**src/hdl/cpuPkg.sv**
```systemverilog
package cpuPkg;

    localparam int DataWidth = 16;
    localparam int RegCount = 16;
    localparam int RegAddrWidth = $clog2(RegCount);

    typedef logic [DataWidth-1:0] dataT;
    typedef logic [RegAddrWidth-1:0] regAddrT;

    typedef enum logic [3:0] {
        OpNop   = 4'd0,
        OpAdd   = 4'd1,
        OpSub   = 4'd2,
        OpAnd   = 4'd3,
        OpOr    = 4'd4,
        OpXor   = 4'd5,
        OpShl   = 4'd6,
        OpShr   = 4'd7,
        OpLi    = 4'd8,
        OpLui   = 4'd9,
        OpAddi  = 4'd10,
        OpBeqz  = 4'd11,
        OpBnez  = 4'd12,
        OpJal   = 4'd13,
        OpSpare = 4'd14,
        OpHalt  = 4'd15
    } opcodeT;

    // imm8 overlays the ra and rb fields
    typedef struct packed {
        opcodeT  opcode;
        regAddrT rd;
        regAddrT ra;
        regAddrT rb;
    } instrT;

    function automatic dataT signExtImm8(instrT instr);
        return {{(DataWidth - 8){instr.ra[RegAddrWidth-1]}}, instr.ra, instr.rb};
    endfunction

    // Instructions that stop fetch until they resolve in execute
    function automatic logic isControl(opcodeT op);
        return op inside {OpBeqz, OpBnez, OpJal, OpHalt};
    endfunction

    function automatic logic writesRd(opcodeT op);
        return op inside {OpAdd, OpSub, OpAnd, OpOr, OpXor, OpShl, OpShr,
                          OpLi, OpLui, OpAddi, OpJal};
    endfunction

endpackage

```
**src/hdl/registerFile.sv**
```systemverilog
module registerFile (
    input  logic            clk,
    input  logic            rstN,
    input  cpuPkg::regAddrT readAddrA,
    input  cpuPkg::regAddrT readAddrB,
    input  logic            writeEn,
    input  cpuPkg::regAddrT writeAddr,
    input  cpuPkg::dataT    writeData,
    output cpuPkg::dataT    readDataA,
    output cpuPkg::dataT    readDataB
);
    import cpuPkg::*;

    dataT regs [RegCount];

    // Write-through read, the only forwarding path in the core
    function automatic dataT readPort(regAddrT addr);
        if (writeEn && writeAddr == addr) begin
            return writeData;
        end
        return regs[addr];
    endfunction

    always_ff @(posedge clk) begin
        if (!rstN) begin
            for (int i = 0; i < RegCount; i++) begin
                regs[i] <= '0;
            end
        end else if (writeEn) begin
            regs[writeAddr] <= writeData;
        end
    end

    always_comb begin
        readDataA = readPort(readAddrA);
        readDataB = readPort(readAddrB);
    end

endmodule

```
**config.mk**
```make
export PLATFORM = sky130hd
export DESIGN_NAME = registerFile
export DESIGN_NICKNAME = d
export VERILOG_FILES = /design/src/hdl/cpuPkg.sv /design/src/hdl/registerFile.sv
export SDC_FILE = /design/constraint.sdc
export NUM_CORES = 1
export LEC_CHECK = 0
export BUFFER_PORTS_ARGS = -buffer_cell sky130_fd_sc_hd__buf_2
export CAP_MARGIN = 20
export CORE_MARGIN = 5
export CORE_UTILIZATION = 40
export DETAILED_ROUTE_END_ITERATION = 6
export GPL_ROUTABILITY_DRIVEN = 0
export PLACE_DENSITY_LB_ADDON = 0.2
export SKIP_LAST_GASP = 1
export SLEW_MARGIN = 25
export SYNTH_ARGS = -nofsm -noshare
export SYNTH_HDL_FRONTEND = slang
export SYNTH_SLANG_ARGS = --single-unit
```
**constraint.sdc**
```tcl
create_clock -name clk -period 4.5 [get_ports clk]
set_clock_uncertainty 0.05 [all_clocks]
set_input_delay 0.675 -clock clk [delete_from_list [all_inputs] [get_ports clk]]
set_output_delay 0.675 -clock clk [all_outputs]
set_load 0.05 [all_outputs]
```
---- Yosys cells after proc, flatten, opt, wreduce, memory -nomap -nowiden ----
Memory sizes are Yosys's and may differ from the RTL's.
Index checks and enable logic that the tools add are counted.
word-level totals
  bits in registers ....................... 0
  latch bits .............................. 0
  memory bits (writable) .................. 256
  bits in read-only memories .............. 0
  input bits .............................. 31
  output and inout bits ................... 32
  logic and storage cells ................. 19
  memories kept ........................... 1
memory list
  memory  depth  width  read ports  clocked after Yosys merged registers in  wr ports  line                source
  regs    16     16     2           0                                        16        registerFile.sv:14  dataT regs [RegCount];
cells by class
  add/subtract/negate cells ............... 0
  multiply operators ...................... 0
  divide/modulo/power cells ............... 0
  $lt $le $gt $ge ......................... 0
  equal/unequal tests ..................... 2
  shifts and indexed selects .............. 0
  multiplexer cells ....................... 13
  bitwise logic cells ..................... 0
  reduce and logical (&&, ||, !) cells .... 3
operator list
  operator             number
  two-way mux 16 bit   5
  OR reduction 16 bit  1
  equality test 4 bit  2
  two-way mux 1 bit    7
  two-way mux 4 bit    1
  logical AND 1 bit    2

---- Longest topological paths before layout ----
  word-level depth ........................ 5
  mapped depth ............................ 6
  depth with buffers taken out ............ 4

---- Worst setup path after synthesis ----
No wires, ideal clock.
  path type ............................... input to output
  start ................................... input readAddrA[2]
  end ..................................... output readDataA[10]
  arrival ................................. 2178 ps
  required time ........................... 3775 ps
  path slack .............................. 1597 ps
  cell stages on the path ................. 5
  path buffers ............................ 2
  cell sequence ........................... clkbuf_1 > xor2_1 > nor4_4 > buf_4 > mux2_2
between the ends
  longest elaborated chain between the ends .. 4
  elaborated cells between the ends (all ways) .. 5
  those cells by class .................... 1 x eq/ne; 2 x mux; 1 x reduce/logical; 1 x memory
ends and longest elaborated chain
  element                                                       line                source
  start, declared                                               registerFile.sv:4   input cpuPkg::regAddrT readAddrA,
  branches (longest 3 deep; another with memory (16 x 16 bit))  --
  two-way mux 16 bit (*)                                        registerFile.sv:21  return regs[addr];
  end, declared                                                 registerFile.sv:9   output cpuPkg::dataT readDataA,
Mark *: on every way between the ends.

---- Worst setup path after layout ----
  start ................................... input readAddrB[0]
  end ..................................... output readDataB[10]
between the ends
  longest elaborated chain between the ends .. 4
  elaborated cells between the ends (all ways) .. 5
  those cells by class .................... 1 x eq/ne; 2 x mux; 1 x reduce/logical; 1 x memory
ends and longest elaborated chain
  element                                                       line                source
  start, declared                                               registerFile.sv:5   input cpuPkg::regAddrT readAddrB,
  branches (longest 3 deep; another with memory (16 x 16 bit))  --
  two-way mux 16 bit (*)                                        registerFile.sv:21
  end, declared                                                 registerFile.sv:10  output cpuPkg::dataT readDataB
Marks and branches as above.

==> results.cfg <==
[placement]
io_buffers = 62
hpwl_um = 25100
dp_cells = 1390
place_ws_ns = 0.845
place_area_um2 = 15200

[drt]
drcViolationCount = 0
routedWlPerCell_um = 27.4
final_antenna_net_count = 0
drtIter0Drc = 667
drt-total-wl_um = 39400
routed_via_density = 5.69
drtPass1Iterations = 5
vias = 8184

[synth]
synth_area_um2 = 14200
synth_area_leaders = edfxtp_1, mux4_2, and2_1
synthCells = 899
synth_cell_type_count = 22
yosysSeqAreaShare = 0.539
yosys.area.top_type = edfxtp_1
synth_top_cell_area_share = 0.539
synth_warnings = 0
synth.avg_cell_area_um2 = 15.9
ys_ff_latch = 256
synth_nets = 930

[finish]
design_area_um2 = 16100
num-nets-final = 990
area_growth_pct = 12.8
final_cell_count_no_fill = 1439
fillers = 3137
largest_register = regs
layout-drive-gt1-share = 0.335
top_regs = regs (256)
diodes = 0
largest_reg_flops = 256

[power]
power_leakage_nw = 5.75
power_density_nw_per_um2 = 374
peakVddDrop_mv = 0.270
p_switching_w = 0.00158
combPwrFrac = 0.161
cellInternalPower_w = 0.00442
p_clk_frac = 0.368
sw_frac_of_total = 0.264
seqPwrFrac = 0.471

[worst_hold_path]
worstHoldEndpoint = regs[14][13]
min_path_type = in2reg
holdPathStages = 2
min-delay-start = writeData[13]

[outcome]
status = finished, final reports clean

[critical_path]
slowest_stage = mux4_2
crit_required_ns = 3.77
crit_family = multiplexers
crit_path_end_kind = output pin
path_cells = buf_4, buf_4, mux4_2, mux2i_1, mux2i_1, mux2_2, buf_2
critPathMaxStageDelay_ns = 0.55
cp_num_buf_inv = 3
crit_fanout = 19
crit_type = in2out
worstPathArrival_ns = 2.94
crit_path_start_kind = input pin

[clock_network]
cts-resized-gates = 0
cts.sinks = 256
cts_root_buf = clkbuf_16
cts_tree = yes
postCtsSetupBuffers = 0
clk_pin_slew_worst_paths_ns = 0.06
clockBufferDepth = 3
cts_hold_buf = 0
htree_levels = 1
cts_buffers = 28

[floorplanning]
ios = 63
start_util = 0.403
die_x_um = 199
rows = 69
die_y_um = 199
die_area_um2 = 39500
coreArea_um2 = 35400

[timing]
finalSetupViolCount = 0
final_max_slew_viol_count = 0
fmax_ghz = 0.273
finalCriticalPeriod_ns = 3.66
setup_ws_ns = 0.840
rsz0062_at_grt = false
tightest_slew_ns = 1.02
relSlewSlack = 0.320
finalHoldViolations = 0
post-route-period-util = 0.813
finalSetupTns_ns = 0

[global_route]
grt_first_pass_wirelength_um = 58500
antenna_found_initial = 0
grt_pass1_vias = 8614
grt_max_degree = 43
overflow = 0
grt_use_total = 0.201

[job]
drv_cap = 0
==> stage by stage <==
step | power (W) | hold WS [ns] | util
floorplan | 0.00354 | 0.823 | -
global route | 0.00621 | 0.625 | 0.454
detailed placement | 0.00385 | 1.17 | 0.430
global placement | 0.00384 | 1.17 | 0.430
CTS | 0.00605 | 0.597 | 0.454
finish | 0.00601 | 0.620 | 0.454
==> power groups by stage <==
stage	combinational [W]	sequential, W	clock (W)
6_report	0.000967	0.00283	0.00221
2_1_floorplan	0.000691	0.00285	0
4_1_cts	0.000973	0.00283	0.00224
3_3_place_gp	0.000969	0.00287	0
5_1_grt	0.00102	0.00284	0.00235
3_5_place_dp	0.000972	0.00288	0
==> per-layer routing <==
layer	vias to the layer above	track usage	part of all wire
li1	3575	-	-
met1	4322	0.283	0.44
met2	243	0.341	0.50
met3	44	0.0220	0.042
met4	0	0.0461	0.020
met5	-	0	0
==> logic make-up after synthesis <==
kind of cell	synth area share
compound gates	0.00421
buf+inv	0.0296
flops	0.539
xor+xnor	0.00492
simple gates	0.127
mux	0.295
==> area by class of cell <==
cell class	count	area, µm²	share of cell area
Clock buffer	37	756	0.0470
Timing Repair Buffer	109	748	0.0465
Clock inverter	12	109	0.00677
Multi-Input combinational cell	564	6200	0.386
Tap cell	461	577	0.0359
Sequential cell	256	7690	0.478
==> synthesized netlist by cell type (all sizes together) <==
cell    number
buf         41
edfxtp     256
o21ai       12
nor3         4
mux4       128
nor2        12
clkbuf      38
nor4         2
mux2i       96
nand2b       6
or3          1
xnor2        2
and2       256
mux2        32
xor2         6
nand4b       2
nand2        4
nand4        1
==> layout by cell type (no fill, tap or decap), types with 3 or more instances in the layout <==
master	synthesis	final
mux4_2	128	128
clkinv_2	0	6
nor2_2	0	3
edfxtp_1	256	256
buf_2	22	58
nand2_1	4	4
o21ai_2	0	12
clkinv_1	0	3
clkbuf_1	38	8
and2_1	256	256
buf_12	0	6
mux2i_1	96	96
xor2_1	6	6
nor2_1	12	9
clkbuf_16	0	29
nor3_2	3	4
buf_4	2	45
nand2b_1	6	6
mux2_2	32	32
==> worst max-delay path by stage <==
stage / from / to / slack, ns / cells past startpoint
after floorplan: readAddrA[2] / readDataA[10] / 1.60 / 5
after detailed placement: readAddrB[0] / readDataB[11] / 0.85 / 7
final: readAddrB[0] / readDataB[10] / 0.84 / 7
after global placement: readAddrB[0] / readDataB[11] / 0.86 / 7
after CTS: readAddrB[0] / readDataB[11] / 0.85 / 7
after global routing: readAddrB[0] / readDataB[10] / 0.74 / 7
(Power assumes the default switching activity.)
