[src/hdl/cpuPkg.sv]
package cpuPkg;

    localparam int DataWidth = 16;
    localparam int RegCount = 16;
    localparam int RegAddrWidth = $clog2(RegCount);

    typedef logic [DataWidth-1:0] dataT;
    typedef logic [RegAddrWidth-1:0] regAddrT;

    typedef enum logic [3:0] {
        OpNop   = 4'd0,
        OpAdd   = 4'd1,
        OpSub   = 4'd2,
        OpAnd   = 4'd3,
        OpOr    = 4'd4,
        OpXor   = 4'd5,
        OpShl   = 4'd6,
        OpShr   = 4'd7,
        OpLi    = 4'd8,
        OpLui   = 4'd9,
        OpAddi  = 4'd10,
        OpBeqz  = 4'd11,
        OpBnez  = 4'd12,
        OpJal   = 4'd13,
        OpSpare = 4'd14,
        OpHalt  = 4'd15
    } opcodeT;

    // imm8 overlays the ra and rb fields
    typedef struct packed {
        opcodeT  opcode;
        regAddrT rd;
        regAddrT ra;
        regAddrT rb;
    } instrT;

    function automatic dataT signExtImm8(instrT instr);
        return {{(DataWidth - 8){instr.ra[RegAddrWidth-1]}}, instr.ra, instr.rb};
    endfunction

    // Instructions that stop fetch until they resolve in execute
    function automatic logic isControl(opcodeT op);
        return op inside {OpBeqz, OpBnez, OpJal, OpHalt};
    endfunction

    function automatic logic writesRd(opcodeT op);
        return op inside {OpAdd, OpSub, OpAnd, OpOr, OpXor, OpShl, OpShr,
                          OpLi, OpLui, OpAddi, OpJal};
    endfunction

endpackage

[src/hdl/issueIf.sv]
interface issueIf;
    import cpuPkg::*;

    logic    valid;
    opcodeT  opcode;
    dataT    dataA;
    dataT    dataB;
    dataT    imm;
    regAddrT rd;
    logic    writeEn;
    // Own PC of the instruction, used for links and branch targets
    dataT    pc;

    modport producer (
        output valid, opcode, dataA, dataB, imm, rd, writeEn, pc
    );

    modport consumer (
        input valid, opcode, dataA, dataB, imm, rd, writeEn, pc
    );

endinterface

[src/hdl/executeUnit.sv]
module executeUnit (
    input  logic            clk,
    input  logic            rstN,
    issueIf.consumer        issue,
    output logic            wbEn,
    output cpuPkg::regAddrT wbAddr,
    output cpuPkg::dataT    wbData,
    output logic            redirectEn,
    output cpuPkg::dataT    redirectPc,
    output logic            halted
);
    import cpuPkg::*;

    dataT arithResult;
    dataT shiftResult;
    dataT linkPc;
    dataT branchTarget;
    logic isBranch;
    logic isJal;
    logic taken;

    // Arithmetic and logic group
    always_comb begin
        case (issue.opcode)
            OpSub:   arithResult = issue.dataA - issue.dataB;
            OpAnd:   arithResult = issue.dataA & issue.dataB;
            OpOr:    arithResult = issue.dataA | issue.dataB;
            OpXor:   arithResult = issue.dataA ^ issue.dataB;
            default: arithResult = issue.dataA + issue.dataB;
        endcase
    end

    // Shift group, amount from the low four bits of rb
    always_comb begin
        if (issue.opcode == OpShl) begin
            shiftResult = issue.dataA << issue.dataB[3:0];
        end else begin
            shiftResult = issue.dataA >> issue.dataB[3:0];
        end
    end

    assign linkPc       = issue.pc + 1'b1;
    assign branchTarget = linkPc + issue.imm;

    always_comb begin
        case (issue.opcode)
            OpShl, OpShr: wbData = shiftResult;
            OpLi:         wbData = issue.imm;
            OpLui:        wbData = {issue.imm[DataWidth-1:8], issue.dataA[7:0]};
            OpAddi:       wbData = issue.dataA + issue.imm;
            OpJal:        wbData = linkPc;
            default:      wbData = arithResult;
        endcase
    end

    assign wbEn   = issue.valid && issue.writeEn;
    assign wbAddr = issue.rd;

    // Branch resolution, dataA holds rd here
    assign isBranch = issue.opcode inside {OpBeqz, OpBnez};
    assign isJal    = issue.opcode == OpJal;
    assign taken    = (issue.opcode == OpBeqz) ? (issue.dataA == '0) : (issue.dataA != '0);

    // Not-taken branches also redirect, to their fall-through PC
    assign redirectEn = issue.valid && (isBranch || isJal);

    always_comb begin
        if (isJal) begin
            redirectPc = issue.dataA;
        end else if (taken) begin
            redirectPc = branchTarget;
        end else begin
            redirectPc = linkPc;
        end
    end

    always_ff @(posedge clk) begin
        if (!rstN) begin
            halted <= 1'b0;
        end else if (issue.valid && issue.opcode == OpHalt) begin
            halted <= 1'b1;
        end
    end

    // Decode holds fetch behind a control instruction, so a redirect is
    // always followed by a bubble
    assert property (@(posedge clk) disable iff (!rstN)
        redirectEn |=> !issue.valid)
        else $error("executeUnit: redirect not followed by a bubble");

endmodule

[src/flat_wrapper.sv]
// flat-port wrapper written by rule: the top's interface ports become plain ports
module executeUnit_flat import cpuPkg::*;
  (clk, rstN, wbEn, wbAddr, wbData, redirectEn, redirectPc, halted, issue_valid, issue_opcode, issue_dataA, issue_dataB, issue_imm, issue_rd, issue_writeEn, issue_pc);
  issueIf issue_i ();
  input  logic clk;
  input  logic rstN;
  output logic wbEn;
  output cpuPkg::regAddrT wbAddr;
  output cpuPkg::dataT wbData;
  output logic redirectEn;
  output cpuPkg::dataT redirectPc;
  output logic halted;
  input wire logic [$bits(issue_i.valid)-1:0] issue_valid;
  input wire logic [$bits(issue_i.opcode)-1:0] issue_opcode;
  input wire logic [$bits(issue_i.dataA)-1:0] issue_dataA;
  input wire logic [$bits(issue_i.dataB)-1:0] issue_dataB;
  input wire logic [$bits(issue_i.imm)-1:0] issue_imm;
  input wire logic [$bits(issue_i.rd)-1:0] issue_rd;
  input wire logic [$bits(issue_i.writeEn)-1:0] issue_writeEn;
  input wire logic [$bits(issue_i.pc)-1:0] issue_pc;
  assign issue_i.valid = issue_valid;
  assign issue_i.opcode = issue_opcode;
  assign issue_i.dataA = issue_dataA;
  assign issue_i.dataB = issue_dataB;
  assign issue_i.imm = issue_imm;
  assign issue_i.rd = issue_rd;
  assign issue_i.writeEn = issue_writeEn;
  assign issue_i.pc = issue_pc;
  executeUnit u_core (.clk(clk), .rstN(rstN), .issue(issue_i), .wbEn(wbEn), .wbAddr(wbAddr), .wbData(wbData), .redirectEn(redirectEn), .redirectPc(redirectPc), .halted(halted));
endmodule
[config.mk]
export PLATFORM = sky130hd
export DESIGN_NAME = executeUnit_flat
export DESIGN_NICKNAME = d
export VERILOG_FILES = /design/src/hdl/cpuPkg.sv /design/src/hdl/issueIf.sv /design/src/hdl/executeUnit.sv /design/src/flat_wrapper.sv
export SDC_FILE = /design/constraint.sdc
export NUM_CORES = 1
export LEC_CHECK = 0
export BUFFER_PORTS_ARGS = -buffer_cell sky130_fd_sc_hd__buf_4
export CAP_MARGIN = 0
export CORE_ASPECT_RATIO = 0.6
export CORE_MARGIN = 2
export CORE_UTILIZATION = 64
export DETAILED_ROUTE_END_ITERATION = 8
export PLACE_DENSITY = 0.9
export SETUP_SLACK_MARGIN = 0.3
export SLEW_MARGIN = 10
export SYNTH_ARGS = -nofsm -noshare
export SYNTH_HDL_FRONTEND = slang
export SYNTH_SLANG_ARGS = --single-unit
[constraint.sdc]
create_clock -name clk -period 5.2 [get_ports clk]
set_input_delay 0 -clock clk [delete_from_list [all_inputs] [get_ports clk]]
set_output_delay 0 -clock clk [all_outputs]
set_load 0.01 [all_outputs]
# After elaboration in Yosys (flattened, before gate mapping)
# Cells that the tools add are included.
# word_totals
register_bits	1
in_bits	76
output_inout_bits	39
word_cells	38
# op_classes
add_sub_neg	5
eq_ne	13
shifts	2
mux	6
bitwise	3
reduce_logical	8
# op_table
operator	count
case mux 16 bit (5 select lines)	1
case mux 16 bit (4 select lines)	1
adder 16 bit	3
2-to-1 mux 16 bit	3
equality test 4 bit, second input constant	7
adder 16 x 1 -> 16 bit, second input constant	1
AND 16 bit	1
equality test 4 x 3 -> 1 bit, second input constant	4
logical NOT 16 bit	1
bitwise OR 16 bit	1
nonzero test 16 bit	1
<< shifter 16 x 4 -> 16 bit	1
>> shifter 16 x 4 -> 16 bit	1
subtractor 16 bit	1
bitwise XOR 16 bit	1
equality test 4 x 2 -> 1 bit, second input constant	2
logical AND 1 bit	3
nonzero test 2 bit	1
OR reduction 2 bit	1
logical OR 1 bit	1
2-to-1 mux 1 bit	1

# Depth between registers and ports, before layout
# logic_depth
ltp_word	4
ltp_mapped	17
mapped_depth_nobuf	15

# Worst setup path before layout
# OpenSTA, ideal clock, no wires.
# synth_path
path_type	input port to output port
from	input port issue_opcode[2]
to	output port wbData[9]
arrival_ns	2.864
required_time_ns	5.200
path_slack_ns	2.336
cell_stages	13
path_buffers	3
path_cell_list	buf_2 clkbuf_1 nor3_1 clkbuf_1 mux2i_1 ha_1 nor2b_1 o31a_2 o32ai_4 o21bai_2 a2111oi_2 a41oi_1 a21oi_1
# synth_via
elab_chain_cells	3
elab_cells_between_ends	14
classes_between	eq/ne (10); mux (3); reduce/logical (1)
# synth_lines
element	line_no	rtl
from (decl)	flat_wrapper.sv:14	input wire logic [$bits(issue_i.opcode)-1:0] issue_opcode;
equality test 4 x 3 -> 1 bit (tied with other cells)	executeUnit.sv:24	case (issue.opcode)
case mux 16 bit (4 select lines) (tied with other cells)	executeUnit.sv:24	
case mux 16 bit (5 select lines) *	executeUnit.sv:46	case (issue.opcode)
to (decl)	flat_wrapper.sv:9	output cpuPkg::dataT wbData;
# Every way passes the cells marked *; elsewhere a longest branch is shown, timed or not.

# Worst setup path after layout
# layout_path
from	input port issue_opcode[0]
to	output port wbData[14]
# The elaborated chain is that of the path after synthesis.

==> metrics.md <==
| Metric | Value |
|---|---|
| Worst EP arrival | 3.91 ns |
| Area contributors post-synth | ha_1, a21oi_1, mux4_2, o21ai_0, xnor2_1 |
| Post-Syn Instances | between 800 and 900 |
| Routability cong. | 1.03 |
| Post-synthesis simple-gate area fraction | 19.7% |
| Most flops, register | u_core.halted |
| Tmin final | 3.91 ns |
| Seq/Total Area, Yosys | less than 1% |
| Pre-Repair DR Iteration Count | 6 |
| Placed cells | 1064 |
| R2r endpoint | u_core.halted |
| Cell Pwr Density | 133 mW/mm2 |
| Final setup TNS | 0 ns |
| Layout area overhead | 11.4% |
| Worst path required time | 5.20 ns |
| Clock power share | 0% |
| Critical path class | in -> out |
| Ant. Diodes | 0 |
| Post-Syn Nets | 1044 |
| Synth area leader | ha_1 |
| Post-DP HPWL | ~18000 um |
| Fmax achieved | 0.256 GHz |
| Met1 wire length | 9510 um |
| Synth Area in Compound Gates | between 30% and 40% |
| Post-synth EDFFs | 0 |
| Hold-fix buffers, CTS | 0 |
| First-pass GRT wire length | between 30000 and 40000 um |
| Final setup viols | 0 |
| Wire per inst | 21.8 um |
| Total grt overflow | 0 |
| Xor and xnor area share after synthesis | 8.72% |
| Maximum VDD drop | roughly 0.10 mV |
| Multiplexer share of the synthesized area | 10.6% |
| Static Leak | 3.03 nW |
| Final Hold Viols | 0 |
| Final nets | 1096 |
| Pre-CTS WS | between 0.9 and 1 ns |
| Antenna violations before repair | 0 |
| Adder-cell share of the synthesized area | 17.5% |
| Commonest non-fill, non-tap cells in the layout | buf_4, nand2_1, a21oi_1, ha_1, nor2_1 |
| CP Capture Type | output pin |
| Commonest non-fill, non-tap cell in the layout | buf_4 |
| Max_slew headroom | 31.1% |
| Fillers | 830 |
| IO Pins | 115 |
| Tcrit/Tclk final | 75.2% |
| Worst setup margin | about 1.3 ns |
| P_sw | 0.518 mW |
| Vias in the first global route | between 6000 and 7000 |
| HP Class | in -> out |
| Layout Cells excl Fill | ~1100 |
| Hold depth | 0 |
| Max FFs per register | 1 |
| All-Layer GR Usage | a little over two fifths |
| Internal Power | 0.391 mW |
| R2R cell count | 2 |
| Status | finished, final reports clean |
| Via count | 7579 |
| Routed vias/inst | 7.12 |
| Max layer used | met4 |
| Die Ht | ~80 um |
| Worst min-delay path startpoint | issue_rd[1] |
| ANT nets after route | 0 |
| Length of routed met2 wiring | 9170 um |
| RSZ-0062 raised after global routing | no |
| Initial Utilization | between 60 and 70% |
| Crit-path max FO | 53 |
| Synth cell types | 78 |
| Core area | 0.00926 mm2 |
| Fraction of registers with async set or reset after synthesis | 0% |
| Reg2reg start | u_core.halted |
| Iteration-0 DRC Markers | 1367 |
| Seq pwr share | 0.9% |
| Synth top area share | 16.5% |
| Port Buf Inserts | between 100 and 150 |
| Cell area after synthesis | 0.00613 mm2 |
| Tot Pwr | 0.910 mW |
| Reg2Reg Setup Slack | between 4 and 5 ns |
| # rows | 27 |
| Clk_lat worst skew | 0 ns |
| Combinational share of power | 99.1% |
| Number of remaining DRC errors | 0 |
| Yosys reg bits | 1 |
| Ys Warns | 0 |
| Setup skew after layout | 0 ns |
| Post-cts repair resize count | 0 |
| Hold path endpoint | wbAddr[1] |
| Met3 Wirelength | 3930 um |
| Sw frac | roughly 57% |
| Share of post-route cells with drive strength above 1 | 16.3% |
| Post-Route WL | between 20000 and 25000 um |
| Largest family of logic cells by synthesized area | compound AO/OA/AOI/OAI gates |
| Largest net degree at the start of global routing | 54 |
| Slew Viols, Final | 0 |
| Regs by FF count | u_core.halted: 1 flops |
| Post-CTS setup buffer count | 0 |
| Die Width | 130 um |
| Dominant synthesized flop cell | dfxtp_1 |
| Syn Area/Cell | 6.93 um2 |
| MaxCap Viol Count | 0 |
| Slew @ Worst Pin | 1.03 ns |
| CP Launch Type | primary input |
| Die ar. | 0.0104 mm2 |
[area by class of cell]
cell class / count / area, um2 / area share, %
inverters: 51 / 191 / 2.80
multi-input cells: 774 / 5640 / 82.6
flip-flops and latches: 1 / 20.0 / 0.293
well taps: 130 / 163 / 2.38
repair buffers: 108 / 811 / 11.9
[critical path, stage by stage]
cell and delay [ns]:
buf_4 0.28, nand2b_1 0.35, nor3_2 0.77, mux2i_1 0.27, fa_1 0.47, a211oi_1 0.25
nor2_1 0.14, o221a_2 0.30, o41ai_2 0.39, nor3_1 0.09, a311oi_1 0.31, a21oi_1 0.09
buf_4 0.17
[synthesized netlist by cell type, types with 7 or more instances]
| cell | count |
|---|---|
| buf_4 | 9 |
| a22oi_1 | 8 |
| a211o_1 | 7 |
| inv_1 | 48 |
| a21o_1 | 17 |
| nor2_1 | 79 |
| o21ai_0 | 77 |
| o211ai_1 | 9 |
| nand3_1 | 18 |
| and3_1 | 12 |
| a221oi_1 | 8 |
| mux4_2 | 19 |
| a211oi_1 | 19 |
| buf_2 | 15 |
| a21oi_1 | 86 |
| xnor2_1 | 43 |
| nand2_1 | 86 |
| a31oi_1 | 13 |
| clkbuf_1 | 31 |
| o21a_1 | 10 |
| nand2b_1 | 7 |
| nand4_1 | 8 |
| nor3_1 | 20 |
| ha_1 | 81 |
| mux2i_1 | 20 |
| xor2_1 | 18 |
| nor4_1 | 8 |
[through the flow]
stage	instance area (um2)	utilization, %	hold slack, ns
after global routing	6830	73.8	0.0000180
after global placement	6820	73.7	0.0000749
after detailed placement	6820	73.7	0.0000749
after CTS	6820	73.7	0.0000749
final	6830	73.8	0.00000392
after floorplan	6130	-	0.0918
[worst max path at each step]
stage                    start         end  depth (start not counted)
6_report       issue_opcode[0]  wbData[14]                         13
5_1_grt        issue_opcode[0]  wbData[14]                         13
4_1_cts        issue_opcode[0]  wbData[14]                         13
3_5_place_dp   issue_opcode[0]  wbData[14]                         13
3_3_place_gp   issue_opcode[0]  wbData[14]                         13
2_1_floorplan  issue_opcode[2]   wbData[9]                         13
[cell families after synthesis]
group	count (synthesis)
flip-flops	1
multiplexers	41
adder cells (fa/ha/maj)	84
buffers and inverters	109
AND/OR/NAND/NOR	262
XOR/XNOR	61
AO/OA/AOI/OAI	326
[power groups by stage]
stage / Clock (mW) / Combinational, mW / Sequential, mW
2_1_floorplan: 0 / 0.572 / 0.00816
3_3_place_gp: 0 / 0.848 / 0.00808
3_5_place_dp: 0 / 0.866 / 0.00809
4_1_cts: 0 / 0.871 / 0.00809
5_1_grt: 0 / 0.969 / 0.00810
6_report: 0 / 0.902 / 0.00809
[per-layer routing]
layer | up-vias | track usage (%)
li1 | 3411 | -
met1 | 3424 | 61.8
met2 | 663 | 63.6
met3 | 81 | 14.7
met4 | 0 | 7.77
met5 | - | 0
Note: power is estimated with default switching activity, not from simulation.
