--- config.mk ---
export PLATFORM = sky130hd
export DESIGN_NAME = decodeUnit_flat
export DESIGN_NICKNAME = d
export VERILOG_FILES = /design/src/hdl/cpuPkg.sv /design/src/hdl/issueIf.sv /design/src/hdl/decodeUnit.sv /design/src/flat_wrapper.sv
export SDC_FILE = /design/constraint.sdc
export NUM_CORES = 1
export LEC_CHECK = 0
export ABC_CLOCK_PERIOD_IN_PS = 1370
export BUFFER_PORTS_ARGS = -buffer_cell sky130_fd_sc_hd__buf_4
export CAP_MARGIN = 30
export CORE_UTILIZATION = 25
export DETAILED_ROUTE_END_ITERATION = 10
export PLACE_DENSITY = 0.63
export SKIP_LAST_GASP = 1
export SLEW_MARGIN = 30
export SYNTH_ARGS = -nofsm -noshare
export SYNTH_HDL_FRONTEND = slang
export SYNTH_SLANG_ARGS = --single-unit
--- constraint.sdc ---
create_clock -name clk -period 1.37 [get_ports clk]
set_input_delay 0.274 -clock clk [delete_from_list [all_inputs] [get_ports clk]]
set_output_delay 0.274 -clock clk [all_outputs]
set_load 0.005 [all_outputs]
--- src/hdl/cpuPkg.sv ---
package cpuPkg;

    localparam int DataWidth = 16;
    localparam int RegCount = 16;
    localparam int RegAddrWidth = $clog2(RegCount);

    typedef logic [DataWidth-1:0] dataT;
    typedef logic [RegAddrWidth-1:0] regAddrT;

    typedef enum logic [3:0] {
        OpNop   = 4'd0,
        OpAdd   = 4'd1,
        OpSub   = 4'd2,
        OpAnd   = 4'd3,
        OpOr    = 4'd4,
        OpXor   = 4'd5,
        OpShl   = 4'd6,
        OpShr   = 4'd7,
        OpLi    = 4'd8,
        OpLui   = 4'd9,
        OpAddi  = 4'd10,
        OpBeqz  = 4'd11,
        OpBnez  = 4'd12,
        OpJal   = 4'd13,
        OpSpare = 4'd14,
        OpHalt  = 4'd15
    } opcodeT;

    // imm8 overlays the ra and rb fields
    typedef struct packed {
        opcodeT  opcode;
        regAddrT rd;
        regAddrT ra;
        regAddrT rb;
    } instrT;

    function automatic dataT signExtImm8(instrT instr);
        return {{(DataWidth - 8){instr.ra[RegAddrWidth-1]}}, instr.ra, instr.rb};
    endfunction

    // Instructions that stop fetch until they resolve in execute
    function automatic logic isControl(opcodeT op);
        return op inside {OpBeqz, OpBnez, OpJal, OpHalt};
    endfunction

    function automatic logic writesRd(opcodeT op);
        return op inside {OpAdd, OpSub, OpAnd, OpOr, OpXor, OpShl, OpShr,
                          OpLi, OpLui, OpAddi, OpJal};
    endfunction

endpackage

--- src/hdl/issueIf.sv ---
interface issueIf;
    import cpuPkg::*;

    logic    valid;
    opcodeT  opcode;
    dataT    dataA;
    dataT    dataB;
    dataT    imm;
    regAddrT rd;
    logic    writeEn;
    // Own PC of the instruction, used for links and branch targets
    dataT    pc;

    modport producer (
        output valid, opcode, dataA, dataB, imm, rd, writeEn, pc
    );

    modport consumer (
        input valid, opcode, dataA, dataB, imm, rd, writeEn, pc
    );

endinterface

--- src/hdl/decodeUnit.sv ---
module decodeUnit (
    input  logic            clk,
    input  logic            rstN,
    input  logic            fetchValid,
    input  cpuPkg::dataT    fetchInstr,
    input  cpuPkg::dataT    fetchPc,
    input  cpuPkg::dataT    readDataA,
    input  cpuPkg::dataT    readDataB,
    output cpuPkg::regAddrT readAddrA,
    output cpuPkg::regAddrT readAddrB,
    output logic            holdFetch,
    issueIf.producer        issue
);
    import cpuPkg::*;

    instrT  instr;
    opcodeT opcode;
    logic   rdAsSourceA;
    dataT   imm;
    logic   decodeCtrl;
    logic   issuedCtrl;
    logic   haltSeen;

    assign instr  = instrT'(fetchInstr);
    assign opcode = instr.opcode;

    // LUI, ADDI and the branches read their own rd through port A
    assign rdAsSourceA = opcode inside {OpLui, OpAddi, OpBeqz, OpBnez};

    assign readAddrA = rdAsSourceA ? instr.rd : instr.ra;
    assign readAddrB = instr.rb;

    // Immediate selection
    always_comb begin
        if (opcode == OpLui) begin
            // Byte goes pre-shifted into the upper half
            imm = {instr.ra, instr.rb, 8'h00};
        end else begin
            imm = signExtImm8(instr);
        end
    end

    // Fetch stalls
    assign decodeCtrl = fetchValid && isControl(opcode);
    assign issuedCtrl = issue.valid && isControl(issue.opcode);
    assign holdFetch  = decodeCtrl || issuedCtrl || haltSeen;

    // Sticky once a HALT leaves decode
    always_ff @(posedge clk) begin
        if (!rstN) begin
            haltSeen <= 1'b0;
        end else if (fetchValid && opcode == OpHalt) begin
            haltSeen <= 1'b1;
        end
    end

    always_ff @(posedge clk) begin
        if (!rstN) begin
            issue.valid <= 1'b0;
        end else begin
            issue.valid <= fetchValid;
        end
    end

    // Payload of the issue register
    always_ff @(posedge clk) begin
        issue.opcode  <= opcode;
        issue.dataA   <= readDataA;
        issue.dataB   <= readDataB;
        issue.imm     <= imm;
        issue.rd      <= instr.rd;
        issue.writeEn <= writesRd(opcode);
        issue.pc      <= fetchPc;
    end

    // haltSeen rises together with the issued HALT, so from the cycle
    // after it nothing valid may reach execute again
    assert property (@(posedge clk) disable iff (!rstN)
        haltSeen |=> !issue.valid)
        else $error("decodeUnit: valid issue after HALT");

endmodule

--- src/flat_wrapper.sv ---
// flat-port wrapper written by rule: the top's interface ports become plain ports
module decodeUnit_flat import cpuPkg::*;
  (clk, rstN, fetchValid, fetchInstr, fetchPc, readDataA, readDataB, readAddrA, readAddrB, holdFetch, issue_valid, issue_opcode, issue_dataA, issue_dataB, issue_imm, issue_rd, issue_writeEn, issue_pc);
  issueIf issue_i ();
  input  logic clk;
  input  logic rstN;
  input  logic fetchValid;
  input  cpuPkg::dataT fetchInstr;
  input  cpuPkg::dataT fetchPc;
  input  cpuPkg::dataT readDataA;
  input  cpuPkg::dataT readDataB;
  output cpuPkg::regAddrT readAddrA;
  output cpuPkg::regAddrT readAddrB;
  output logic holdFetch;
  output wire logic [$bits(issue_i.valid)-1:0] issue_valid;
  output wire logic [$bits(issue_i.opcode)-1:0] issue_opcode;
  output wire logic [$bits(issue_i.dataA)-1:0] issue_dataA;
  output wire logic [$bits(issue_i.dataB)-1:0] issue_dataB;
  output wire logic [$bits(issue_i.imm)-1:0] issue_imm;
  output wire logic [$bits(issue_i.rd)-1:0] issue_rd;
  output wire logic [$bits(issue_i.writeEn)-1:0] issue_writeEn;
  output wire logic [$bits(issue_i.pc)-1:0] issue_pc;
  assign issue_valid = issue_i.valid;
  assign issue_opcode = issue_i.opcode;
  assign issue_dataA = issue_i.dataA;
  assign issue_dataB = issue_i.dataB;
  assign issue_imm = issue_i.imm;
  assign issue_rd = issue_i.rd;
  assign issue_writeEn = issue_i.writeEn;
  assign issue_pc = issue_i.pc;
  decodeUnit u_core (.clk(clk), .rstN(rstN), .fetchValid(fetchValid), .fetchInstr(fetchInstr), .fetchPc(fetchPc), .readDataA(readDataA), .readDataB(readDataB), .readAddrA(readAddrA), .readAddrB(readAddrB), .holdFetch(holdFetch), .issue(issue_i));
endmodule
After elaboration in Yosys (flattened, before gate mapping)
Index checks and enable logic that the tools add are counted.
{"block": "classes", "eq_ne": 18, "mux": 2, "n_reduce_logical": 9}
{"op": "4-bit equality test (second input constant)", "n": 11}
{"op": "4-bit by 3-bit equality test with 1-bit output (second input constant)", "n": 4}
{"op": "15-bit two-way mux", "n": 1}
{"op": "4-bit nonzero test", "n": 3}
{"op": "11-bit nonzero test", "n": 1}
{"op": "4-bit by 2-bit equality test with 1-bit output (second input constant)", "n": 2}
{"op": "4-bit by 1-bit equality test with 1-bit output (second input constant)", "n": 1}
{"op": "4-bit two-way mux", "n": 1}
{"op": "1-bit logical AND", "n": 3}
{"op": "1-bit logical OR", "n": 2}
{"block": "totals", "register_bits": 75, "out_inout_bits": 83, "wordCells": 39}

Longest topological paths before layout
Gate-level depths: netlist of the first run.
{"block": "depth", "word_depth": 5, "ltp_mapped": 4, "depth_no_buf": 3}

Least setup slack after synthesis of the first run
No wires, ideal clock.
{"block": "synth_timing", "path_type": "in2out", "start": "input fetchInstr[13]", "end": "output readAddrA[0]", "arrival_time_ps": 1203, "required_ps": 1096, "setup_slack_ps": -107, "path_stages": 4, "n_path_buf": 1, "cell_sequence": "or3_1 -> and3_1 -> buf_6 -> mux2_4"}
{"block": "synth_via", "elab_chain_len": 3}
{"item": "start, declared", "line": "flat_wrapper.sv:8", "source": "input cpuPkg::dataT fetchInstr;"}
{"item": "4-bit equality test", "line": "decodeUnit.sv:28", "source": "assign rdAsSourceA = opcode inside {OpLui, OpAddi, OpBeqz, OpBnez};"}
{"item": "4-bit nonzero test *", "line": "decodeUnit.sv:28"}
{"item": "4-bit two-way mux *", "line": "decodeUnit.sv:30", "source": "assign readAddrA = rdAsSourceA ? instr.rd : instr.ra;"}
{"item": "end, declared", "line": "flat_wrapper.sv:12", "source": "output cpuPkg::regAddrT readAddrA;"}
Every way passes the cells marked *; elsewhere a longest branch is shown, timed or not.

Final worst setup path of the first run
Ends and elaborated chain as after synthesis.

==> impl_results.rst, run 1 <==
.. list-table::
   :header-rows: 1

   * - Metric
     - Value
   * - Antenna diode count
     - 0
   * - Endpoint, Worst Hold
     - u_core.issue.dataB[5]
   * - Cell breakdown of the critical path
     - buf_6 > or3_1 > and3_4 > mux2_4 > buf_6
   * - Cell at the root of the clock tree
     - sky130_fd_sc_hd__clkbuf_8
   * - Clock Path Buffers
     - 2
   * - Total iterations of the first detailed-routing run
     - 3
   * - Die W
     - 87.6 um
   * - Initial DRC Count
     - 13
   * - Final Total Pwr
     - 4850 uW
   * - Yosys warning total
     - 0
   * - Relative slew slack
     - between 70 and 80%
   * - Result of the run
     - finished with violations
   * - Ratio of cells with drive above 1 in the final layout
     - 60.7%
   * - TNS Setup
     - -1.07 ns
   * - Number of placement rows
     - 30
   * - Setup Skew
     - 0 ns
   * - Final cell area excluding filler cells
     - 0.00342 mm2
   * - Area added between synthesis and finish
     - 87.0%
   * - Total number of vias
     - 1504
   * - Die Footprint
     - around 0.0077 mm2
   * - Type of the most critical hold path
     - in -> reg
   * - Period Utilization, post-route
     - 117%
   * - Setup ws final
     - -0.239 ns
   * - Setup Viol. Count Final
     - 5
   * - Count of boundary I/O pins
     - 150
   * - Maximum fanout along the worst path
     - 4
   * - Routed WL
     - between 4000 and 5000 um
   * - Slowest-stage cell, CP
     - sky130_fd_sc_hd__or3_1
   * - Clk Latency, worst-skew pair
     - 0.34 ns
   * - Global-route wire length before repair
     - 6270 um
   * - Crit Path Category
     - in -> out
   * - Number of vias per cell
     - ~3.8
   * - Core utilization of the finished layout
     - 49.3%
   * - Static leakage
     - 0.00168 uW
   * - Depth of the most critical reg-to-reg path
     - 2
   * - Worst reg-to-reg setup slack
     - 0.75 ns
   * - WHS Path Cells
     - 1
   * - Max-slew violation count
     - 0
   * - Post-synthesis cell area
     - 0.00183 mm2
   * - Starting utilization of the core area
     - 26.4%
   * - FF-to-FF End
     - u_core.haltSeen
   * - Final weighted congestion of routability-driven global placement
     - between 0.6 and 0.7
   * - Crit. End Element
     - output pin
   * - Hold Vio Cnt, Final
     - 0
   * - Worst r2r src
     - u_core.haltSeen
   * - VDD IR max
     - around 0.64 mV
   * - Post-Synthesis Net Count
     - 193
   * - CP max stage delay
     - 0.35 ns
   * - Overall overflow remaining after global route
     - 0
   * - Number of global-route vias before repair
     - 1400
   * - Actual transition at the worst max-transition pin
     - 0.327 ns
   * - Global-route usage over all layers
     - 11.4%
   * - H-Tree Depth
     - 3
   * - Power per unit of standard cell area
     - ~1400 mW/mm2
   * - Clock period minus final worst setup slack
     - approximately 1.6 ns
   * - Core region area
     - 0.00694 mm2
   * - Detailed-route wire length per cell
     - 11.4 um
   * - Synthesized instance count
     - 126
   * - Min-Delay Startpoint
     - readDataB[5]
   * - Worst Hold Slack
     - 0.0305 ns
   * - Unrepaired setup endpoints after global routing
     - yes
   * - Critical Path Source Type
     - input pin
   * - Clock sinks
     - 75
   * - Arrival time of the worst setup path
     - approximately 1.3 ns
   * - Launch point of the worst path
     - fetchInstr[13]
   * - Count of unique library cells instantiated by Yosys
     - 20
   * - Avg Cell Area, Syn
     - 14.5 um2
   * - Number of antenna violations at the first check in global routing
     - 0
   * - Inserted Clock Buffers
     - 9
   * - Most common cell after layout, fill and taps aside
     - sky130_fd_sc_hd__buf_4
   * - Commonest non-fill, non-tap cells in the layout
     - 148 x sky130_fd_sc_hd__buf_4, 75 x sky130_fd_sc_hd__dfxtp_1, 16 x sky130_fd_sc_hd__nand2_1
   * - Maximum Capacitance Violations
     - 0
   * - Drt drc
     - 0
   * - Worst path most repeated cell
     - sky130_fd_sc_hd__buf_6
   * - HPWL after detailed placement
     - 3410 um
   * - Number of synthesized register bits
     - 75
   * - Peak Freq
     - 622 MHz
   * - Violated checks
     - setup timing
   * - Net count reported at finish
     - 360
   * - Number of buffer cells added on primary ports
     - about 150
   * - CTS clk-pin slew, worst paths
     - 0.08 ns
   * - Largest net degree at the start of global routing
     - 15
   * - Die Height
     - 87.6 um
   * - Antenna violation net count after detailed routing
     - 0
   * - Endpoint required time on the critical path
     - between 1 and 1.5 ns
   * - Clock tree from TritonCTS
     - done
   * - Placed Area
     - 0.00306 mm2
   * - Proportion of synthesized chip area in sequential cells
     - between 80 and 90%
-- final cells by class --
class / count / area, um2
Clock buffer: 10 / 128
Multi-Input combinational cell: 43 / 287
Inverter: 1 / 3.75
Clock inverter: 6 / 113
Fill cell: 632 / 3520
Tap cell: 96 / 120
Timing Repair Buffer: 163 / 1270
Sequential cell: 75 / 1500
-- where the power goes --
part / leakage, uW / internal [uW] / total, uW / switching, uW
logic: 0.000926 / 353 / 500 / 147
registers: 0.000632 / 2300 / 2340 / 34.3
clock network: 0.000121 / 1220 / 2010 / 792
-- logic make-up (layout without fill, tap and decap cells) --
family / after synthesis / in the layout / share of synthesized area (%)
multiplexers: 6 / 6 / 4.44
flip-flops: 75 / 75 / 82.0
AO/OA/AOI/OAI: 5 / 5 / 1.50
buffers and inverters: 8 / 180 / 2.87
AND/OR/NAND/NOR: 32 / 32 / 9.22
-- worst max path at each step --
stage | end | slack, ns | cells after the start
3_5_place_dp | readAddrA[0] | -0.38 | 5
5_1_grt | readAddrA[0] | -0.27 | 5
6_report | readAddrA[0] | -0.24 | 5
4_1_cts | readAddrA[0] | -0.24 | 5
3_3_place_gp | readAddrA[0] | -0.38 | 5
2_1_floorplan | readAddrA[0] | -0.09 | 4
-- worst max-delay path, delay by kind of cell --
kind	cells	cell delay (ns)
AND/OR/NAND/NOR	2	0.54
multiplexers	1	0.30
buffers and inverters	2	0.21
-- layer usage --
| layer | up-vias | track usage [%] | routed length, um |
|---|---|---|---|
| li1 | 728 | - | - |
| met1 | 661 | 10.3 | 1510 |
| met2 | 104 | 18.5 | 2190 |
| met3 | 11 | 7.45 | 704 |
| met4 | 0 | 8.05 | 103 |
| met5 | - | 0 | 0 |
-- metrics by stage --
| stage | worst slack [ns] | std cells |
|---|---|---|
| 2_1_floorplan | -0.0865 | 126 |
| 3_3_place_gp | -0.384 | 369 |
| 3_5_place_dp | -0.379 | 369 |
| 4_1_cts | -0.243 | 387 |
| 5_1_grt | -0.271 | 394 |
| 6_report | -0.239 | 394 |
-- synth_stat cells --
cell,number,area share (%)
sky130_fd_sc_hd__a21oi_1,1,0.27
sky130_fd_sc_hd__a31oi_1,2,0.68
sky130_fd_sc_hd__and2_1,1,0.34
sky130_fd_sc_hd__and3_1,1,0.34
sky130_fd_sc_hd__and3_2,1,0.41
sky130_fd_sc_hd__and4bb_4,1,0.89
sky130_fd_sc_hd__buf_4,4,1.6
sky130_fd_sc_hd__buf_6,1,0.61
sky130_fd_sc_hd__clkbuf_1,2,0.41
sky130_fd_sc_hd__dfxtp_1,75,82
sky130_fd_sc_hd__inv_2,1,0.20
sky130_fd_sc_hd__mux2_2,1,0.61
sky130_fd_sc_hd__mux2_4,4,3.3
sky130_fd_sc_hd__mux2i_1,1,0.55
sky130_fd_sc_hd__nand2_1,16,3.3
sky130_fd_sc_hd__nand2b_1,1,0.34
sky130_fd_sc_hd__nor2_1,1,0.20
sky130_fd_sc_hd__nor2b_1,8,2.7
sky130_fd_sc_hd__o21ai_0,2,0.55
sky130_fd_sc_hd__or3_1,2,0.68
-- flip-flops by register name, indices dropped and copies added, names as in the netlist --
name	cells
u_core.issue.imm	16
u_core.issue.rd	4
u_core.issue.valid	1
u_core.issue.dataB	16
u_core.haltSeen	1
u_core.issue.pc	16
u_core.issue.writeEn	1
u_core.issue.dataA	16
u_core.issue.opcode	4
-- repair_timing --
| item | in CTS | in global routing |
|---|---|---|
| pin swaps | 2 | 2 |
| hold endpoints to repair | 0 | 6 |
| hold buffers | 0 | 6 |
| setup buffers | 2 | 2 |
| setup endpoints to repair | 5 | 5 |
| resized for setup | 11 | 2 |
No activity file was read; power rests on OpenSTA's default activity.
==> run 2: changes to the inputs <==
--- a/config.mk
+++ b/config.mk
@@ -5,12 +5,13 @@
 export SDC_FILE = /design/constraint.sdc
 export NUM_CORES = 1
 export LEC_CHECK = 0
-export ABC_CLOCK_PERIOD_IN_PS = 1370
+export ABC_AREA = 1
+export ABC_CLOCK_PERIOD_IN_PS = 1600
 export BUFFER_PORTS_ARGS = -buffer_cell sky130_fd_sc_hd__buf_4
 export CAP_MARGIN = 30
 export CORE_UTILIZATION = 25
 export DETAILED_ROUTE_END_ITERATION = 10
-export PLACE_DENSITY = 0.63
+export PLACE_DENSITY = 0.61
 export SKIP_LAST_GASP = 1
 export SLEW_MARGIN = 30
 export SYNTH_ARGS = -nofsm -noshare
==> constraint.sdc (replaced) <==
create_clock -name clk -period 1.6 [get_ports clk]
set_input_delay 0.32 -clock clk [delete_from_list [all_inputs] [get_ports clk]]
set_output_delay 0.32 -clock clk [all_outputs]
set_load 0.005 [all_outputs]
==> run 2 against run 1 <==
The run now ends clean. Sequential power down 15%. Design area shrank 4.6%. Utilization is 2.3 points lower. Setup slack better by 0.42 ns. Non-clock buffer count decreased by 14. Flip-flop and latch count did not move. Largest power group unchanged.
==> impl_results.rst, run 2 <==
.. list-table::
   :header-rows: 1

   * - Metric
     - Value
   * - Result of the run
     - completed
   * - Number of vias per cell
     - 3.83
   * - Synthesized instance count
     - 150
   * - Crit Path Category
     - in -> out
   * - Starting utilization of the core area
     - 26.6%
   * - Arrival time of the worst setup path
     - 1.09 ns
   * - VDD IR max
     - 0.460 mV
   * - Period Utilization, post-route
     - between 80% and 90%
   * - Largest net degree at the start of global routing
     - 14
   * - Critical Path Source Type
     - input pin
   * - Peak Freq
     - between 700 and 800 MHz
   * - Clock tree from TritonCTS
     - done
   * - Proportion of synthesized chip area in sequential cells
     - slightly above 80%
   * - Clock period minus final worst setup slack
     - around 1.4 ns
   * - Slowest-stage cell, CP
     - sky130_fd_sc_hd__buf_4
   * - Number of antenna violations at the first check in global routing
     - 0
   * - Worst reg-to-reg setup slack
     - about 1.1 ns
   * - Actual transition at the worst max-transition pin
     - 0.181 ns
   * - Ratio of cells with drive above 1 in the final layout
     - 55.3%
   * - CP Buf/Inv Count
     - 3
   * - CP max stage delay
     - 0.13 ns
   * - Max-slew violation count
     - 0
   * - Post-synth EDFFs
     - 0
   * - Placed Area
     - a little over 0.003 mm2
   * - Type of the most critical hold path
     - in -> reg
   * - Cell at the root of the clock tree
     - sky130_fd_sc_hd__clkbuf_8
   * - Setup Viol. Count Final
     - 0
   * - CTS clk-pin slew, worst paths
     - 0.08 ns
   * - Net count reported at finish
     - about 370
   * - Number of placement rows
     - 30
   * - Clk Latency, worst-skew pair
     - between 0.3 and 0.4 ns
   * - Number of buffer cells added on primary ports
     - 149
   * - Initial DRC Count
     - 14
   * - Total of hold buffers inserted after clock tree synthesis
     - 0
   * - Die W
     - about 90 um
   * - Min-Delay Startpoint
     - readDataA[1]
   * - Number of synthesized register bits
     - 75
   * - HPWL after detailed placement
     - 3780 um
   * - Endpoint required time on the critical path
     - roughly 1.3 ns
   * - Avg Cell Area, Syn
     - ~12 um2
   * - Detailed-route wire length per cell
     - 11.6 um
   * - H-Tree Depth
     - 3
   * - Post-Synthesis Net Count
     - 217
   * - Count of unique library cells instantiated by Yosys
     - 13
   * - Number of global-route vias before repair
     - 1427
   * - Most used flip-flop cell after synthesis
     - sky130_fd_sc_hd__dfxtp_1
   * - Share of the synthesized area in the top cell type
     - 81.4%
   * - Area added between synthesis and finish
     - 77.2%
   * - Maximum Capacitance Violations
     - 0
   * - Largest area contributor in the synthesized netlist
     - sky130_fd_sc_hd__dfxtp_1
   * - Most common cell after layout, fill and taps aside
     - sky130_fd_sc_hd__buf_4
   * - Overall overflow remaining after global route
     - 0
   * - Static leakage
     - between 0.0015 and 0.002 uW
   * - Count of boundary I/O pins
     - 150
   * - Number of post-CTS setup repair buffers
     - 0
   * - Worst path most repeated cell
     - sky130_fd_sc_hd__nand2_1
   * - Final weighted congestion of routability-driven global placement
     - 0.663
   * - Final Total Pwr
     - between 3000 and 4000 uW
   * - Dominant cell by count in the synthesized netlist
     - sky130_fd_sc_hd__dfxtp_1
   * - Die Height
     - 87.9 um
   * - Yosys warning total
     - 0
   * - Top post-synthesis cells by count
     - 75 x sky130_fd_sc_hd__dfxtp_1, 20 x sky130_fd_sc_hd__nand2_1, 16 x sky130_fd_sc_hd__inv_1
   * - WHS Path Cells
     - 1
   * - Worst r2r src
     - u_core.haltSeen
   * - Depth of the most critical reg-to-reg path
     - 2
   * - Power per unit of standard cell area
     - 1210 mW/mm2
   * - FF-to-FF End
     - u_core.haltSeen
   * - Drt drc
     - 0
   * - Unrepaired setup endpoints after global routing
     - no
   * - Top delay family on crit path
     - simple AND/OR/NAND/NOR gates
   * - Setup Skew
     - 0 ns
   * - Crit. End Element
     - output pin
   * - Cells taking the most area after synthesis
     - sky130_fd_sc_hd__dfxtp_1 81%, sky130_fd_sc_hd__nand2_1 4.1%, sky130_fd_sc_hd__inv_1 3.3%, sky130_fd_sc_hd__nor2_1 2.6%, sky130_fd_sc_hd__o21ai_0 1.9%
   * - Endpoint, Worst Hold
     - u_core.issue.dataA[1]
   * - Global-route usage over all layers
     - 11.9%
   * - Die Footprint
     - 0.00772 mm2
   * - TNS Setup
     - 0 ns
   * - Antenna violation net count after detailed routing
     - 0
   * - Inserted Clock Buffers
     - 9
   * - Maximum fanout along the worst path
     - 5
   * - Core region area
     - 0.00694 mm2
   * - Cell breakdown of the critical path
     - buf_4 > inv_1 > nand2_1 > nand2_2 > nand2_2 > nand2_1 > nand2_1 > buf_4
   * - Hold Vio Cnt, Final
     - 0
   * - Global-route wire length before repair
     - 6670 um
   * - Total iterations of the first detailed-routing run
     - 4
   * - Antenna diode count
     - 0
   * - Total number of vias
     - 1559
   * - PostCTS Resize Cnt
     - 0
   * - Post-synthesis cell area
     - roughly 0.0018 mm2
   * - Async SR Flop Fraction
     - 0%
   * - Clock sinks
     - 75
   * - Relative slew slack
     - 87.9%
   * - Routed WL
     - 4700 um
   * - Commonest non-fill, non-tap cells in the layout
     - 149 x sky130_fd_sc_hd__buf_4, 75 x sky130_fd_sc_hd__dfxtp_1, 20 x sky130_fd_sc_hd__nand2_1
   * - Clock Path Buffers
     - 2
   * - Final cell area excluding filler cells
     - between 0.003 and 0.004 mm2
run 2: changes by cell type in the layout (fill, tap and decap cells not counted), moves of 6 or more:
cell / previous run / this run
sky130_fd_sc_hd__nor2b_1: 8 / 0
sky130_fd_sc_hd__nor2_1: 1 / 13
sky130_fd_sc_hd__inv_1: 0 / 16
sky130_fd_sc_hd__dlygate4sd3_1: 6 / 0
sky130_fd_sc_hd__o21ai_0: 1 / 7
sky130_fd_sc_hd__buf_6: 9 / 0
run 2: cell families (layout without fill, tap and decap cells):
| logic type | after synthesis | in the layout | synth area share [%] |
|---|---|---|---|
| and+or+nand+nor | 46 | 46 | 11.2 |
| buffers and inverters | 21 | 182 | 5.09 |
| DFF | 75 | 75 | 81.4 |
| AOI/OAI and AO/OA | 8 | 8 | 2.31 |
run 2: worst max path at each step:
stage,start,to,slack [ns],depth (start not counted)
2_1_floorplan,fetchInstr[12],readAddrA[0],0.51,6
3_3_place_gp,fetchInstr[12],readAddrA[1],0.23,8
3_5_place_dp,fetchInstr[12],readAddrA[0],0.18,8
4_1_cts,u_core.issue.opcode[1],holdFetch,0.16,5
5_1_grt,fetchInstr[12],readAddrA[2],0.08,8
6_report,fetchInstr[12],readAddrA[0],0.19,8
run 2: cell type report:
| cell class | count | area [um2] |
|---|---|---|
| Inverter | 17 | 63.8 |
| Clock inverter | 7 | 91.3 |
| Clock buffer | 9 | 124 |
| Timing Repair Buffer | 149 | 1120 |
| Fill cell | 655 | 3680 |
| Multi-Input combinational cell | 54 | 249 |
| Tap cell | 96 | 120 |
| Sequential cell | 75 | 1500 |
run 2: report_power, final:
| part | switching, uW | internal (uW) |
|---|---|---|
| Sequential | 30.5 | 1970 |
| Combinational | 132 | 261 |
| Clock | 669 | 875 |
| Total | 832 | 3110 |
run 2: worst reg2reg max path, stage by stage (launching register included):
cell and delay (ns):
sky130_fd_sc_hd__dfxtp_1 0.31, sky130_fd_sc_hd__nor2_1 0.09, sky130_fd_sc_hd__nor2_1 0.04
run 2: stage by stage:
| stage | cells | utilization (%) | hold slack, ns | setup slack (ns) |
|---|---|---|---|---|
| after CTS | 407 | 47.1 | 0.0565 | 0.159 |
| after global routing | 407 | 47.1 | 0.0529 | 0.0803 |
| final | 407 | 47.1 | 0.0807 | 0.186 |
| after floorplan | 150 | - | 0.348 | 0.510 |
| after global placement | 391 | 44.0 | 0.425 | 0.228 |
| after detailed placement | 391 | 44.0 | 0.426 | 0.176 |
run 2: metal layers:
| layer | vias up | part of all wire, % | track usage, % |
|---|---|---|---|
| met4 | 0 | 2.3 | 6.71 |
| met2 | 89 | 50 | 19.5 |
| met3 | 9 | 11 | 5.47 |
| li1 | 761 | - | - |
| met1 | 700 | 37 | 12.6 |
| met5 | - | 0 | 0 |
==> run 3: changes to the inputs <==
--- a/config.mk
+++ b/config.mk
@@ -9,9 +9,9 @@
 export ABC_CLOCK_PERIOD_IN_PS = 1600
 export BUFFER_PORTS_ARGS = -buffer_cell sky130_fd_sc_hd__buf_4
 export CAP_MARGIN = 30
-export CORE_UTILIZATION = 25
+export CORE_UTILIZATION = 37
 export DETAILED_ROUTE_END_ITERATION = 10
-export PLACE_DENSITY = 0.61
+export PLACE_DENSITY = 0.82
 export SKIP_LAST_GASP = 1
 export SLEW_MARGIN = 30
 export SYNTH_ARGS = -nofsm -noshare
==> run 3 against run 2 <==
Total power increased by 0.66%. Cell count decreased by 7.1%. Register-to-register slack about the same. Wire length increased by 2.3%. Design area decreased by 0.61%. Sequential share of layout area increased by 0.28 points. Maximum frequency decreased by 0.52%. Critical path type unchanged.
==> impl_results.rst, run 3 (synthesis results as in run 2) <==
.. list-table::
   :header-rows: 1

   * - Metric
     - Value
   * - Net count reported at finish
     - 373
   * - TNS Setup
     - 0 ns
   * - Number of placement rows
     - 25
   * - Unrepaired setup endpoints after global routing
     - no
   * - Die W
     - 72.6 um
   * - Final weighted congestion of routability-driven global placement
     - ~0.68
   * - Static leakage
     - 0.00168 uW
   * - Total of hold buffers inserted after clock tree synthesis
     - 0
   * - Max-slew violation count
     - 0
   * - Final cell area excluding filler cells
     - 0.00325 mm2
   * - Global-route usage over all layers
     - 18.0%
   * - Peak Freq
     - 703 MHz
   * - HPWL after detailed placement
     - 3810 um
   * - Cell at the root of the clock tree
     - sky130_fd_sc_hd__clkbuf_8
   * - Fill cell total of the finished layout
     - roughly 380
   * - Number of antenna violations at the first check in global routing
     - 0
   * - Total iterations of the first detailed-routing run
     - 3
   * - Placed Area
     - 0.00302 mm2
   * - Clock period minus final worst setup slack
     - 1.42 ns
   * - Setup Viol. Count Final
     - 0
   * - Inserted Clock Buffers
     - 9
   * - Power per unit of standard cell area
     - 1220 mW/mm2
   * - CP max stage delay
     - 0.13 ns
   * - Antenna diode count
     - 0
   * - Hold Vio Cnt, Final
     - 0
   * - Worst path most repeated cell
     - sky130_fd_sc_hd__nand2_1
   * - Relative slew slack
     - 88.4%
   * - Slowest-stage cell, CP
     - sky130_fd_sc_hd__inv_1
   * - Area added between synthesis and finish
     - 76.1%
   * - Detailed-route wire length per cell
     - 12.7 um
   * - Cell breakdown of the critical path
     - buf_4 > inv_1 > nand2_1 > nand2_2 > nand2_2 > nand2_1 > nand2_1 > buf_4
   * - Maximum fanout along the worst path
     - 5
   * - CP Buf/Inv Count
     - 3
   * - Endpoint required time on the critical path
     - 1.28 ns
   * - Ratio of cells with drive above 1 in the final layout
     - 55.3%
   * - Result of the run
     - completed
   * - Count of boundary I/O pins
     - 150
   * - Clk Latency, worst-skew pair
     - 0.33 ns
   * - Period Utilization, post-route
     - 88.8%
   * - Crit. End Element
     - output pin
   * - Total area of sequential cells
     - 0.00150 mm2
   * - Drt drc
     - 0
   * - Type of the most critical hold path
     - in -> reg
   * - CTS clk-pin slew, worst paths
     - ~0.08 ns
   * - Crit Path Category
     - in -> out
   * - VDD IR max
     - 0.823 mV
   * - Number of buffer cells added on primary ports
     - 149
   * - Initial DRC Count
     - 38
   * - Overall overflow remaining after global route
     - 0
   * - Maximum Capacitance Violations
     - 0
   * - Core region area
     - 0.00475 mm2
   * - Number of vias per cell
     - 4.02
   * - Largest net degree at the start of global routing
     - 13
   * - Routed WL
     - about 4800 um
   * - Total number of vias
     - 1521
   * - Critical Path Source Type
     - input pin
   * - Number of global-route vias before repair
     - approximately 1400
   * - Number of post-CTS setup repair buffers
     - 0
   * - Clock sinks
     - 75
   * - Clock Path Buffers
     - 2
   * - PostCTS Resize Cnt
     - 0
   * - Starting utilization of the core area
     - 38.8%
   * - Actual transition at the worst max-transition pin
     - between 0.15 and 0.2 ns
   * - Area of combinational cells with multiple inputs
     - 249 um2
   * - Die Footprint
     - 0.00527 mm2
   * - Global-route wire length before repair
     - 6820 um
   * - Clock tree from TritonCTS
     - done
   * - Arrival time of the worst setup path
     - 1.10 ns
   * - Antenna violation net count after detailed routing
     - 0
   * - H-Tree Depth
     - 3
   * - Commonest non-fill, non-tap cells in the layout
     - 149 x sky130_fd_sc_hd__buf_4, 75 x sky130_fd_sc_hd__dfxtp_1, 20 x sky130_fd_sc_hd__nand2_1
   * - Top delay family on crit path
     - simple AND/OR/NAND/NOR gates
   * - Setup Skew
     - 0 ns
   * - Die Height
     - 72.6 um
   * - Final Total Pwr
     - 3970 uW
   * - Most common cell after layout, fill and taps aside
     - sky130_fd_sc_hd__buf_4
run 3: cell types whose count changed in the layout (fill, tap and decap cells not counted), sizes merged:
cell | previous run | this run
clkinvlp | 1 | 0
clkinv | 3 | 0
clkbuf | 9 | 14
bufinv | 2 | 1
run 3: per-stage QoR:
stage	utilization (%)	setup slack [ns]	instances	hold slack [ns]
after floorplan	-	0.510	150	0.348
after global placement	63.4	0.229	362	0.424
after detailed placement	63.4	0.177	362	0.425
after CTS	68.3	0.173	378	0.0662
after global routing	68.3	0.0836	378	0.0631
final	68.3	0.179	378	0.0865
run 3: worst paths after layout:
kind / start / end / slack, ns / cells after the start
min reg2reg: u_core.haltSeen / u_core.haltSeen / 0.48 / 2
min: fetchPc[12] / u_core.issue.pc[12] / 0.09 / 1
max: fetchInstr[12] / readAddrA[0] / 0.18 / 8
max reg2reg: u_core.haltSeen / u_core.haltSeen / 1.05 / 2
run 3: area by class of cell:
type	instances	share of cell area (%)
Sequential cell	75	46.2
Clock buffer	14	5.93
Multi-Input combinational cell	54	7.67
Clock inverter	2	1.19
Timing Repair Buffer	149	34.4
Inverter	17	1.96
Tap cell	67	2.58
run 3: power breakdown:
part	leakage [uW]	total, uW	internal, uW	switching [uW]
Sequential	0.000632	2000	1970	31.8
Combinational	0.000927	396	261	135
Clock	0.000119	1570	940	625
run 3: layer usage:
layer	part of all wire [%]	vias up	track usage (%)
met1	34	670	17.5
met2	56	80	33.5
met4	2.3	0	12.4
met5	0	-	0
met3	7.7	10	4.14
li1	-	761	-
